File: src/logic/icb_bus_params.svh
////////////////////
// ICB bus parameters.
// Widths, port count and the address map of the 1-to-4 splitter.
////////////////////
`ifndef ICB_BUS_PARAMS_SVH
`define ICB_BUS_PARAMS_SVH

// Bus widths.
`define ICB_AW 32
`define ICB_DW 32

`define ICB_PORT_NUM 4  // Three mapped ports plus the default.
`define ICB_OUTS_NUM 4  // Outstanding command limit.

////////////////////
// Address map.
// A port owns every address whose bits from LSB upward match its base.
`define ICB_O0_BASE 32'h0000_1000
`define ICB_O0_LSB  12

`define ICB_O1_BASE 32'h0000_2000
`define ICB_O1_LSB  12

`define ICB_O2_BASE 32'h0000_3000
`define ICB_O2_LSB  12

`endif

File: src/logic/icb_bus_pkg.sv
////////////////////
// ICB bus types.
// Command and response payloads, port select and per-port responses.
////////////////////
`include "icb_bus_params.svh"

package icb_bus_pkg;

  // Command channel payload.
  typedef struct packed {
    logic [`ICB_AW-1:0]   addr;
    logic                 read;   // High for read.
    logic [`ICB_DW-1:0]   wdata;
    logic [`ICB_DW/8-1:0] wmask;  // Byte enables.
    logic [1:0]           size;
  } icb_cmd_t;

  // Response channel payload.
  typedef struct packed {
    logic               err;
    logic [`ICB_DW-1:0] rdata;
  } icb_rsp_t;

  // One-hot slave port select, bit n is port n.
  typedef logic [`ICB_PORT_NUM-1:0] port_sel_t;

  // Responses of all slave ports.
  typedef icb_rsp_t [`ICB_PORT_NUM-1:0] port_rsp_t;

endpackage

File: src/logic/icb_addr_decode.sv
////////////////////
// ICB address decoder.
// Maps a command address and the port enables to a one-hot port.
////////////////////
`timescale 1ns/10ps
`include "icb_bus_params.svh"

module icb_addr_decode
  import icb_bus_pkg::*;
(
  input  logic               clk,
  input  logic               i_rst,
  input  logic [`ICB_AW-1:0] i_addr,
  input  logic [2:0]         i_port_en,
  output port_sel_t          o_sel
);

  localparam int MSB = `ICB_AW - 1;

  localparam logic [`ICB_AW-1:0] O0_BASE = `ICB_O0_BASE;
  localparam logic [`ICB_AW-1:0] O1_BASE = `ICB_O1_BASE;
  localparam logic [`ICB_AW-1:0] O2_BASE = `ICB_O2_BASE;

  logic [2:0] hit;

  assign hit[0] = (i_addr[MSB:`ICB_O0_LSB] == O0_BASE[MSB:`ICB_O0_LSB]);
  assign hit[1] = (i_addr[MSB:`ICB_O1_LSB] == O1_BASE[MSB:`ICB_O1_LSB]);
  assign hit[2] = (i_addr[MSB:`ICB_O2_LSB] == O2_BASE[MSB:`ICB_O2_LSB]);

  always_comb begin
    o_sel[2:0] = hit & i_port_en;   // Disabled ports never claim a command.
    o_sel[3]   = ~|o_sel[2:0];      // Default port.
  end

  ////////////////////
  // Checks.

  // Mapped regions must not overlap.
  a_sel_onehot: assert property (
    @(posedge clk) disable iff (i_rst)
    $onehot(o_sel)
  );

endmodule

File: src/logic/icb_outs_track.sv
////////////////////
// ICB outstanding tracker.
// Counts commands awaiting a response and the port they went to.
////////////////////
`timescale 1ns/10ps
`include "icb_bus_params.svh"

module icb_outs_track
  import icb_bus_pkg::*;
(
  input  logic      clk,
  input  logic      i_rst,
  input  logic      i_push,
  input  logic      i_pop,
  input  port_sel_t i_push_port,
  output logic      o_outs_empty,
  output logic      o_outs_full,
  output port_sel_t o_outs_port
);

  localparam int CNT_W = $clog2(`ICB_OUTS_NUM + 1);
  localparam logic [CNT_W-1:0] CNT_MAX = `ICB_OUTS_NUM;

  logic [CNT_W-1:0] outs_cnt;
  port_sel_t        outs_port;

  always_ff @(posedge clk) begin
    if (i_rst) begin
      outs_cnt  <= '0;
      outs_port <= '0;
    end else begin
      if (i_push & ~i_pop) begin
        outs_cnt <= outs_cnt + 1'b1;
      end else if (i_pop & ~i_push) begin
        outs_cnt <= outs_cnt - 1'b1;
      end
      // First command of a new group fixes the port.
      if (i_push && (outs_cnt == '0)) begin
        outs_port <= i_push_port;
      end
    end
  end

  assign o_outs_empty = (outs_cnt == '0);
  assign o_outs_full  = (outs_cnt == CNT_MAX);
  assign o_outs_port  = outs_port;

  ////////////////////
  // Checks.

  // A response needs a command issued in an earlier cycle.
  a_no_pop_empty: assert property (
    @(posedge clk) disable iff (i_rst)
    i_pop |-> !o_outs_empty
  );

  // The splitter holds commands back at the limit.
  a_no_push_full: assert property (
    @(posedge clk) disable iff (i_rst)
    i_push |-> !o_outs_full
  );

endmodule

File: src/logic/icb_splt.sv
////////////////////
// ICB command splitter.
// Routes commands to the decoded port and returns responses in order
// from the port that holds the outstanding group.
////////////////////
`timescale 1ns/10ps

module icb_splt
  import icb_bus_pkg::*;
(
  input  logic      clk,
  input  logic      i_rst,

  // Master side.
  input  logic      i_cmd_valid,
  output logic      o_cmd_ready,
  input  icb_cmd_t  i_cmd,
  output logic      o_rsp_valid,
  input  logic      i_rsp_ready,
  output icb_rsp_t  o_rsp,

  // Decode and tracker state.
  input  port_sel_t i_sel,
  input  port_sel_t i_outs_port,
  input  logic      i_outs_empty,
  input  logic      i_outs_full,

  // Tracker strobes.
  output logic      o_push,
  output logic      o_pop,
  output port_sel_t o_push_port,

  // Slave side.
  output port_sel_t o_port_cmd_valid,
  input  port_sel_t i_port_cmd_ready,
  output icb_cmd_t  o_port_cmd,
  input  port_sel_t i_port_rsp_valid,
  output port_sel_t o_port_rsp_ready,
  input  port_rsp_t i_port_rsp
);

  localparam int PORT_NUM = $bits(port_sel_t);

  logic      same_port;
  logic      cmd_allow;
  port_sel_t rsp_sel;

  ////////////////////
  // Command path.

  // New target only once the previous group has fully answered.
  assign same_port = i_outs_empty | (i_sel == i_outs_port);
  assign cmd_allow = ~i_outs_full & same_port;

  assign o_port_cmd_valid = (i_cmd_valid & cmd_allow) ? i_sel : '0;
  assign o_port_cmd       = i_cmd;   // Broadcast payload.
  assign o_cmd_ready      = cmd_allow & |(i_sel & i_port_cmd_ready);

  assign o_push      = i_cmd_valid & o_cmd_ready;
  assign o_push_port = i_sel;

  ////////////////////
  // Response path.

  assign rsp_sel = i_outs_empty ? '0 : i_outs_port;   // Nothing pending, nothing taken.

  assign o_rsp_valid      = |(rsp_sel & i_port_rsp_valid);
  assign o_port_rsp_ready = i_rsp_ready ? rsp_sel : '0;

  always_comb begin
    o_rsp = '0;
    for (int n = 0; n < PORT_NUM; n++) begin
      if (rsp_sel[n]) begin
        o_rsp = i_port_rsp[n];
      end
    end
  end

  assign o_pop = o_rsp_valid & i_rsp_ready;

  ////////////////////
  // Checks.

  // Decoder select must reach at most one slave.
  a_cmd_valid_onehot0: assert property (
    @(posedge clk) disable iff (i_rst)
    $onehot0(o_port_cmd_valid)
  );

endmodule

File: src/logic/icb_1to4_bus.sv
////////////////////
// ICB 1-to-4 bus.
// One master port split over three mapped slaves and a default slave.
////////////////////
`timescale 1ns/10ps
`include "icb_bus_params.svh"

module icb_1to4_bus
  import icb_bus_pkg::*;
(
  input  logic                      clk,
  input  logic                      i_rst,

  // Master side.
  input  logic                      i_cmd_valid,
  output logic                      o_cmd_ready,
  input  icb_cmd_t                  i_cmd,
  output logic                      o_rsp_valid,
  input  logic                      i_rsp_ready,
  output icb_rsp_t                  o_rsp,

  input  logic [`ICB_PORT_NUM-2:0]  i_port_en,   // Enables of the mapped ports.

  // Slave side.
  output port_sel_t                 o_port_cmd_valid,
  input  port_sel_t                 i_port_cmd_ready,
  output icb_cmd_t                  o_port_cmd,
  input  port_sel_t                 i_port_rsp_valid,
  output port_sel_t                 o_port_rsp_ready,
  input  port_rsp_t                 i_port_rsp
);

  port_sel_t sel;
  port_sel_t outs_port;
  port_sel_t push_port;
  logic      outs_empty;
  logic      outs_full;
  logic      push;
  logic      pop;

  icb_addr_decode i_icb_addr_decode (
    .clk       (clk),
    .i_rst     (i_rst),
    .i_addr    (i_cmd.addr),
    .i_port_en (i_port_en),
    .o_sel     (sel)
  );

  icb_outs_track i_icb_outs_track (
    .clk          (clk),
    .i_rst        (i_rst),
    .i_push       (push),
    .i_pop        (pop),
    .i_push_port  (push_port),
    .o_outs_empty (outs_empty),
    .o_outs_full  (outs_full),
    .o_outs_port  (outs_port)
  );

  icb_splt i_icb_splt (
    .clk              (clk),
    .i_rst            (i_rst),
    .i_cmd_valid      (i_cmd_valid),
    .o_cmd_ready      (o_cmd_ready),
    .i_cmd            (i_cmd),
    .o_rsp_valid      (o_rsp_valid),
    .i_rsp_ready      (i_rsp_ready),
    .o_rsp            (o_rsp),
    .i_sel            (sel),
    .i_outs_port      (outs_port),
    .i_outs_empty     (outs_empty),
    .i_outs_full      (outs_full),
    .o_push           (push),
    .o_pop            (pop),
    .o_push_port      (push_port),
    .o_port_cmd_valid (o_port_cmd_valid),
    .i_port_cmd_ready (i_port_cmd_ready),
    .o_port_cmd       (o_port_cmd),
    .i_port_rsp_valid (i_port_rsp_valid),
    .o_port_rsp_ready (o_port_rsp_ready),
    .i_port_rsp       (i_port_rsp)
  );

endmodule

File: config.mk
export PLATFORM = sky130hd
export DESIGN_NAME = icb_1to4_bus
export DESIGN_NICKNAME = d
export VERILOG_FILES = /design/src/logic/icb_bus_pkg.sv /design/src/logic/icb_addr_decode.sv /design/src/logic/icb_outs_track.sv /design/src/logic/icb_splt.sv /design/src/logic/icb_1to4_bus.sv
export VERILOG_INCLUDE_DIRS = /design/src /design/src/logic
export SDC_FILE = /design/constraint.sdc
export NUM_CORES = 1
export LEC_CHECK = 0
export BUFFER_PORTS_ARGS = -buffer_cell sky130_fd_sc_hd__buf_2
export CELL_PAD_IN_SITES_DETAIL_PLACEMENT = 1
export CELL_PAD_IN_SITES_GLOBAL_PLACEMENT = 1
export CORE_AREA = 2 2 129 131
export CTS_CLUSTER_DIAMETER = 100
export DETAILED_ROUTE_END_ITERATION = 10
export DIE_AREA = 0 0 131 133
export HOLD_SLACK_MARGIN = 0.02
export PLACE_DENSITY = 0.78
export SLEW_MARGIN = 20
export SYNTH_ARGS = -nofsm -noshare
export SYNTH_HDL_FRONTEND = slang
export SYNTH_SLANG_ARGS = --single-unit
export TNS_END_PERCENT = 1
File: constraint.sdc
create_clock -name clk -period 5.17 [get_ports clk]
set_input_delay 0.2585 -clock clk [delete_from_list [all_inputs] [get_ports clk]]
set_output_delay 0.2585 -clock clk [all_outputs]
set_load 0.01 [all_outputs]
==> results of run 1 <==
[routing by layer]
layer / up-vias / GRT usage, % / wire length, µm
li1: 1407 / - / -
met1: 1313 / 11.2 / 3750
met2: 133 / 17.7 / 4580
met3: 24 / 2.59 / 826
met4: 0 / 2.30 / 189
met5: - / 0 / 0
[where the power goes]
| part | internal [mW] | leakage (nW) | switching, mW | total (mW) |
|---|---|---|---|---|
| clock | 0.103 | 0.0382 | 0.0292 | 0.132 |
| combinational | 0.107 | 1.43 | 0.127 | 0.234 |
| sequential | 0.0609 | 0.0570 | 0.00917 | 0.0701 |
[layout make-up]
type,count,area [µm²]
clock buffers,4,78.8
fillers,2085,13100
inverters,1,3.75
multi-input cells,237,1400
flip-flops and latches,7,140
well taps,220,275
repair buffers,233,1180
[worst reg2reg max path, cell delays in order (launching register included)]
cell and delay [ns]:
sky130_fd_sc_hd__dfxtp_1 0.35, sky130_fd_sc_hd__nor3_2 0.85, sky130_fd_sc_hd__a41oi_2 0.16, sky130_fd_sc_hd__nor3b_1 0.26, sky130_fd_sc_hd__ha_1 0.20, sky130_fd_sc_hd__inv_1 0.06
sky130_fd_sc_hd__fa_1 0.37, sky130_fd_sc_hd__xor2_1 0.16, sky130_fd_sc_hd__or3_1 0.32, sky130_fd_sc_hd__a21oi_1 0.15
[registers in the layout, summed over array words and instances, names as in the netlist]
register and flops:
i_icb_outs_track.o_outs_port 4, i_icb_outs_track.outs_cnt 3
[Yosys cell counts (all sizes together), types with 2 or more instances]
master,instances,area (µm²)
a21oi,36,180
a22oi,35,263
a41oi,2,25.0
and2,3,18.8
and3b,2,17.5
buf,72,537
clkbuf,20,75.1
dfxtp,7,140
mux2i,4,40.0
nand2,37,139
nand3,2,15.0
nand3b,2,15.0
nor2,43,161
nor2b,3,18.8
nor3,4,30.0
nor3b,2,15.0
nor4,5,43.8
nor4b,3,26.3
o21ai,35,175
o31a,2,17.5
or3,3,23.8
xnor2,3,33.8
xor2,2,17.5
[final timing paths]
path                                endpoint  cells after the start  slack (ns)                    startpoint
max             i_icb_outs_track.outs_cnt[2]                     13        2.12                     i_cmd[65]
min          i_icb_outs_track.o_outs_port[0]                      2        0.31                         i_rst
max reg2reg     i_icb_outs_track.outs_cnt[2]                      9        2.23  i_icb_outs_track.outs_cnt[0]
min reg2reg     i_icb_outs_track.outs_cnt[2]                      2        0.51  i_icb_outs_track.outs_cnt[2]
[layout by cell type, fill, tap and decap left out, types with 2 or more instances in the layout]
cell | Yosys | routed
sky130_fd_sc_hd__buf_2 | 0 | 229
sky130_fd_sc_hd__nor2_1 | 43 | 43
sky130_fd_sc_hd__nand2_1 | 37 | 37
sky130_fd_sc_hd__a21oi_1 | 36 | 36
sky130_fd_sc_hd__a22oi_1 | 35 | 35
sky130_fd_sc_hd__o21ai_1 | 33 | 33
sky130_fd_sc_hd__dfxtp_1 | 7 | 7
sky130_fd_sc_hd__mux2i_1 | 4 | 4
sky130_fd_sc_hd__buf_4 | 71 | 4
sky130_fd_sc_hd__nor2b_4 | 0 | 3
sky130_fd_sc_hd__and2_1 | 3 | 3
sky130_fd_sc_hd__nor4_1 | 3 | 3
sky130_fd_sc_hd__nor4b_1 | 3 | 3
sky130_fd_sc_hd__clkbuf_16 | 0 | 3
sky130_fd_sc_hd__nor3_2 | 2 | 2
sky130_fd_sc_hd__and3b_1 | 2 | 2
sky130_fd_sc_hd__nor4_2 | 2 | 2
sky130_fd_sc_hd__nand3b_1 | 2 | 2
sky130_fd_sc_hd__o31a_1 | 2 | 2
sky130_fd_sc_hd__nor3_1 | 2 | 2
sky130_fd_sc_hd__xnor2_1 | 2 | 2
sky130_fd_sc_hd__o21ai_0 | 2 | 2
sky130_fd_sc_hd__or3_1 | 2 | 2
sky130_fd_sc_hd__xor2_1 | 2 | 2
[cell families after synthesis]
kind of cell,Yosys count,share of synthesized area (%)
AOI/OAI and AO/OA,113,32.4
and+or+nand+nor,112,25.7
buffers and inverters,93,29.0
DFF,7,6.60
xor gates and xnor gates,5,2.42
muxes,5,2.41
adders and majority gates,2,1.53
==> results_tabular.tex, run 1 <==
\begin{tabular}{lr}
\hline
Metric & Value \\
\hline
\multicolumn{2}{l}{\textbf{Synthesis}} \\
Synth warn & 0 \\
Unique cell type count in the Yosys netlist & 41 \\
Post-synth net total & 557 \\
Count of flip-flops with a built-in enable after synthesis & 0 \\
Number of register bits inferred by synthesis & 7 \\
Post-synthesis cell area & 2120 µm² \\
Post-synthesis instance total & 337 \\
Most instantiated flip-flop cell in the synthesis netlist & sky130\_fd\_sc\_hd\_\_dfxtp\_1 \\
Post-synthesis sequential area ratio & 6.60\% \\
Syn Area/Cell & 6.30 µm² \\
Ys async rst share & 0\% \\
\multicolumn{2}{l}{\textbf{Finish}} \\
Count of antenna diodes in the layout & 0 \\
Final core utilization & 19.0\% \\
Fraction of final layout cells sized beyond drive strength 1 & 51.9\% \\
Post-layout instance area & 3070 µm² \\
Area growth from synthesis to layout & 44.5\% \\
Post-route insts no fill & 702 \\
Layout net count & 703 \\
\multicolumn{2}{l}{\textbf{Power}} \\
Leakage power & 1.53 nW \\
Total power consumption of the routed design & 436 µW \\
Max VDD drop & 0.117 mV \\
Pwr per Cell Area & 142 nW/µm² \\
\multicolumn{2}{l}{\textbf{Worst setup path}} \\
Largest fanout on the critical path & 8 \\
Cell chain of the critical path & buf\_2 > nor4\_2 > nand3\_2 > nor3\_1 > xnor2\_1 > a41oi\_2 > nor3b\_1 > ha\_1 > inv\_1 > fa\_1 > xor2\_1 > or3\_1 > a21oi\_1 \\
Worst Path Buf+Inv & 2 \\
CP max-delay cell & sky130\_fd\_sc\_hd\_\_fa\_1 \\
Largest stage delay, worst path & 0.37 ns \\
Element type at the critical path end & register \\
Cell class contributing the biggest share of worst-path delay & simple AND/OR/NAND/NOR gates \\
Launching element type of the critical path & primary input \\
CP required & 5.33 ns \\
Data arrival, critical path & 3.21 ns \\
Type of the setup path with the least slack & primary input to register \\
\multicolumn{2}{l}{\textbf{Run status}} \\
Run status & completed \\
\multicolumn{2}{l}{\textbf{Floorplanning}} \\
Width of the chip & 131 µm \\
Initial standard-cell utilization of the core & 13.1\% \\
Area of the placeable core & 16,200 µm² \\
Number of cell rows & 47 \\
Die outline height & 133 µm \\
Number of primary I/O pins & 332 \\
Die area & 17,400 µm² \\
\multicolumn{2}{l}{\textbf{Timing}} \\
Hold Fails Final Rpt & 0 \\
RSZ-0062 raised after global routing & false \\
Final period demand of the worst path & 3.05 ns \\
Worst clock skew & 0.000711 ns \\
Pins over their slew limit & 0 \\
Worst setup slack after layout & 2.12 ns \\
Hold WS & 0.308 ns \\
Final count of negative-setup-slack endpoints & 0 \\
Highest Clock Rate & 327 MHz \\
Transition at the pin with the smallest max-transition slack & 1.05 ns \\
Fin Setup TNS & 0 ns \\
Max-Slew Margin vs Limit & 29.8\% \\
Final worst-path cycle share & 59.1\% \\
\multicolumn{2}{l}{\textbf{Drt}} \\
Final antenna-violating net count & 0 \\
Overall routed net length & 9350 µm \\
Vias per inst & 4.10 \\
Detailed-routing iteration count for the pre-antenna-repair pass & 4 \\
Vias after detailed routing & 2,877 \\
Remaining DRCs & 0 \\
Wire length per cell after detailed routing & 13.3 µm \\
Initial drt markers & 58 \\
\multicolumn{2}{l}{\textbf{Global route}} \\
Maximum number of pins on one net before global-route repair & 40 \\
Antenna violations before repair & 0 \\
Aggregate global routing overflow & 0 \\
Number of global-route vias before repair & 2,762 \\
Overall track demand over capacity in global routing & 9.73\% \\
Global-route wire length before repair & 13,500 µm \\
\multicolumn{2}{l}{\textbf{Place}} \\
Placed instance count & 698 \\
Total half-perimeter wirelength after legalization and detailed placement & 7710 µm \\
Post-detailed-placement cell area & 2990 µm² \\
Pre-CTS worst setup slack & 1.84 ns \\
Count of port buffers added during placement & 229 \\
Final weighted congestion of routability-driven global placement & 0.739 \\
\multicolumn{2}{l}{\textbf{Clocking}} \\
H-tree Lvls & 1 \\
Post-CTS Setup Inserts & 0 \\
Post-CTS Hold Buffers & 0 \\
Number of clock sinks & 7 \\
Clock tree from TritonCTS & built \\
CTS clk-pin slew, worst paths & 0.04 ns \\
Total clock buffers created by CTS & 3 \\
Post-cts repair resize count & 0 \\
Later-pin clock latency in the skew report & 0.23 ns \\
Root buf cell & sky130\_fd\_sc\_hd\_\_clkbuf\_16 \\
Maximum buffer depth of the clock tree & 2 \\
\multicolumn{2}{l}{\textbf{Flow run}} \\
MaxCap Viol Count & 0 \\
\multicolumn{2}{l}{\textbf{Worst hold path}} \\
Class of the worst hold path & primary input to register \\
\hline
\end{tabular}
Power figures use the tool's default switching activity.
==> run 2: changes to the inputs <==
--- a/config.mk
+++ b/config.mk
@@ -9,12 +9,12 @@
 export BUFFER_PORTS_ARGS = -buffer_cell sky130_fd_sc_hd__buf_2
 export CELL_PAD_IN_SITES_DETAIL_PLACEMENT = 1
 export CELL_PAD_IN_SITES_GLOBAL_PLACEMENT = 1
-export CORE_AREA = 2 2 129 131
+export CORE_AREA = 2 2 130 132
 export CTS_CLUSTER_DIAMETER = 100
 export DETAILED_ROUTE_END_ITERATION = 10
-export DIE_AREA = 0 0 131 133
+export DIE_AREA = 0 0 132 134
 export HOLD_SLACK_MARGIN = 0.02
-export PLACE_DENSITY = 0.78
+export PLACE_DENSITY = 0.79
 export SLEW_MARGIN = 20
 export SYNTH_ARGS = -nofsm -noshare
 export SYNTH_HDL_FRONTEND = slang
==> constraint.sdc (replaced) <==
create_clock -name clk -period 2.75 [get_ports clk]
set_input_delay 0.1375 -clock clk [delete_from_list [all_inputs] [get_ports clk]]
set_output_delay 0.1375 -clock clk [all_outputs]
set_load 0.01 [all_outputs]
==> results_tabular.tex, run 2 (synthesis results as in run 1) <==
\begin{tabular}{lr}
\hline
Metric & Value \\
\hline
\multicolumn{2}{l}{\textbf{Run status}} \\
Run status & completed \\
\multicolumn{2}{l}{\textbf{Finish}} \\
Number of flip-flops in the largest register & 4 \\
Most frequent standard cell in the layout excluding fill and tap cells & sky130\_fd\_sc\_hd\_\_buf\_2 \\
Area growth from synthesis to layout & 56.7\% \\
Count of antenna diodes in the layout & 0 \\
Layout net count & 726 \\
Post-route insts no fill & 725 \\
Number of fill cells in the layout & 2,086 \\
Commonest non-fill, non-tap cells in the layout & sky130\_fd\_sc\_hd\_\_buf\_2 (226), sky130\_fd\_sc\_hd\_\_nor2\_1 (43), sky130\_fd\_sc\_hd\_\_a21oi\_1 (36), sky130\_fd\_sc\_hd\_\_nand2\_1 (36), sky130\_fd\_sc\_hd\_\_a22oi\_1 (35) \\
Fraction of final layout cells sized beyond drive strength 1 & 56.0\% \\
\multicolumn{2}{l}{\textbf{Flow run}} \\
MaxCap Viol Count & 0 \\
\multicolumn{2}{l}{\textbf{Timing}} \\
Worst clock skew & 0.00248 ns \\
Final worst-path cycle share & 96.6\% \\
Fin Setup TNS & 0 ns \\
Worst setup slack after layout & 0.0929 ns \\
Final period demand of the worst path & 2.66 ns \\
Transition at the pin with the smallest max-transition slack & 0.431 ns \\
Max-Slew Margin vs Limit & 71.3\% \\
Pins over their slew limit & 0 \\
Final count of negative-setup-slack endpoints & 0 \\
Highest Clock Rate & 376 MHz \\
RSZ-0062 raised after global routing & true \\
Hold Fails Final Rpt & 0 \\
\multicolumn{2}{l}{\textbf{Worst setup path}} \\
Largest stage delay, worst path & 0.33 ns \\
Launching element type of the critical path & primary input \\
Largest fanout on the critical path & 6 \\
CP required & 2.91 ns \\
Type of the setup path with the least slack & primary input to register \\
CP max-delay cell & sky130\_fd\_sc\_hd\_\_fa\_2 \\
Data arrival, critical path & 2.82 ns \\
Element type at the critical path end & register \\
Cell chain of the critical path & buf\_2 > nor4\_2 > nand2\_2 > o31a\_1 > nor3\_2 > a41oi\_2 > nor3b\_2 > ha\_2 > inv\_2 > fa\_2 > xor2\_1 > or3\_1 > a21oi\_1 \\
\multicolumn{2}{l}{\textbf{Floorplanning}} \\
Die area & 17,700 µm² \\
Width of the chip & 132 µm \\
Die outline height & 134 µm \\
Initial standard-cell utilization of the core & 13.0\% \\
Number of cell rows & 47 \\
Number of primary I/O pins & 332 \\
Area of the placeable core & 16,300 µm² \\
\multicolumn{2}{l}{\textbf{Place}} \\
Total half-perimeter wirelength after legalization and detailed placement & 8880 µm \\
Pre-CTS worst setup slack & -0.291 ns \\
Count of port buffers added during placement & 229 \\
Final weighted congestion of routability-driven global placement & 0.803 \\
Placed instance count & 715 \\
\multicolumn{2}{l}{\textbf{Power}} \\
Pwr per Cell Area & 266 nW/µm² \\
Total power consumption of the routed design & 887 µW \\
Leakage power & 1.65 nW \\
Max VDD drop & 0.197 mV \\
\multicolumn{2}{l}{\textbf{Drt}} \\
Initial drt markers & 116 \\
Vias per inst & 4.18 \\
Final antenna-violating net count & 0 \\
Detailed-routing iteration count for the pre-antenna-repair pass & 4 \\
Wire length per cell after detailed routing & 14.8 µm \\
Overall routed net length & 10,700 µm \\
Remaining DRCs & 0 \\
Vias after detailed routing & 3,033 \\
\multicolumn{2}{l}{\textbf{Clocking}} \\
Clock tree from TritonCTS & built \\
CTS clk-pin slew, worst paths & 0.04 ns \\
H-tree Lvls & 1 \\
Post-CTS Hold Buffers & 0 \\
Maximum buffer depth of the clock tree & 2 \\
Root buf cell & sky130\_fd\_sc\_hd\_\_clkbuf\_16 \\
Later-pin clock latency in the skew report & 0.23 ns \\
Total clock buffers created by CTS & 3 \\
Number of clock sinks & 7 \\
\multicolumn{2}{l}{\textbf{Global route}} \\
Aggregate global routing overflow & 0 \\
Global-route wire length before repair & 15,900 µm \\
Maximum number of pins on one net before global-route repair & 38 \\
Antenna violations before repair & 0 \\
Overall track demand over capacity in global routing & 11.0\% \\
Number of global-route vias before repair & 3,075 \\
\multicolumn{2}{l}{\textbf{Worst hold path}} \\
Class of the worst hold path & primary input to register \\
\hline
\end{tabular}
run 2: cell count changes in the layout (fill, tap and decap cells not counted), moves of 2 or more:
cell	previous run	this run
sky130_fd_sc_hd__buf_4	4	27
sky130_fd_sc_hd__buf_2	229	226
sky130_fd_sc_hd__buf_6	0	3
sky130_fd_sc_hd__nor4_4	0	3
sky130_fd_sc_hd__nor3_1	2	0
sky130_fd_sc_hd__nor3_2	2	4
sky130_fd_sc_hd__nor4_1	3	1
run 2: worst max-delay path, delay by kind of cell:
family,cells,cell delay (ns)
AND/OR/NAND/NOR,5,1.20
buffers and inverters,2,0.15
XOR/XNOR,1,0.15
adder cells (fa/ha/maj),2,0.53
AO/OA/AOI/OAI,3,0.63
run 2: power by group:
part,switching (mW),leakage [nW],internal [mW],total (mW)
Combinational,0.262,1.55,0.246,0.507
Sequential,0.0194,0.0570,0.115,0.134
Clock,0.0528,0.0382,0.193,0.246
Total,0.334,1.65,0.553,0.887
run 2: repair_timing:
item,CTS,global route
setup endpoints to repair,1,1
hold endpoints to repair,0,0
setup buffers,4,2
pin swaps,7,9
cloned,0,0
gates resized for setup,4,15
run 2: final timing paths:
| kind | from | slack [ns] | end | depth (start not counted) |
|---|---|---|---|---|
| setup / recovery | i_cmd[57] | 0.09 | i_icb_outs_track.outs_cnt[2] | 13 |
| hold / removal | i_rst | 0.17 | i_icb_outs_track.o_outs_port[0] | 2 |
| setup reg to reg | i_icb_outs_track.outs_cnt[0] | 0.32 | i_icb_outs_track.outs_cnt[2] | 10 |
| hold reg to reg | i_icb_outs_track.outs_cnt[2] | 0.53 | i_icb_outs_track.outs_cnt[2] | 2 |
run 2: final cells by class:
| type | count | area (µm²) | area share, % |
|---|---|---|---|
| Multi-Input combinational cell | 237 | 1460 | 43.9 |
| Timing Repair Buffer | 256 | 1370 | 41.1 |
| Tap cell | 220 | 275 | 8.27 |
| Sequential cell | 7 | 140 | 4.21 |
| Clock buffer | 4 | 78.8 | 2.37 |
| Inverter | 1 | 3.75 | 0.113 |
run 2: per-stage QoR:
step	hold WS [ns]	utilization (%)	area [µm²]
2_1_floorplan	0.207	-	2120
3_3_place_gp	0.275	19.1	3120
3_5_place_dp	0.275	19.1	3120
4_1_cts	0.164	19.9	3250
5_1_grt	0.179	20.4	3330
6_report	0.165	20.4	3330
run 2: routing by layer:
| metal | vias to the layer above | part of all wire (%) | GRT usage, % |
|---|---|---|---|
| li1 | 1452 | - | - |
| met5 | - | 0 | 0 |
| met2 | 164 | 48 | 19.3 |
| met4 | 0 | 2.9 | 3.32 |
| met1 | 1385 | 38 | 12.2 |
| met3 | 32 | 11 | 4.65 |
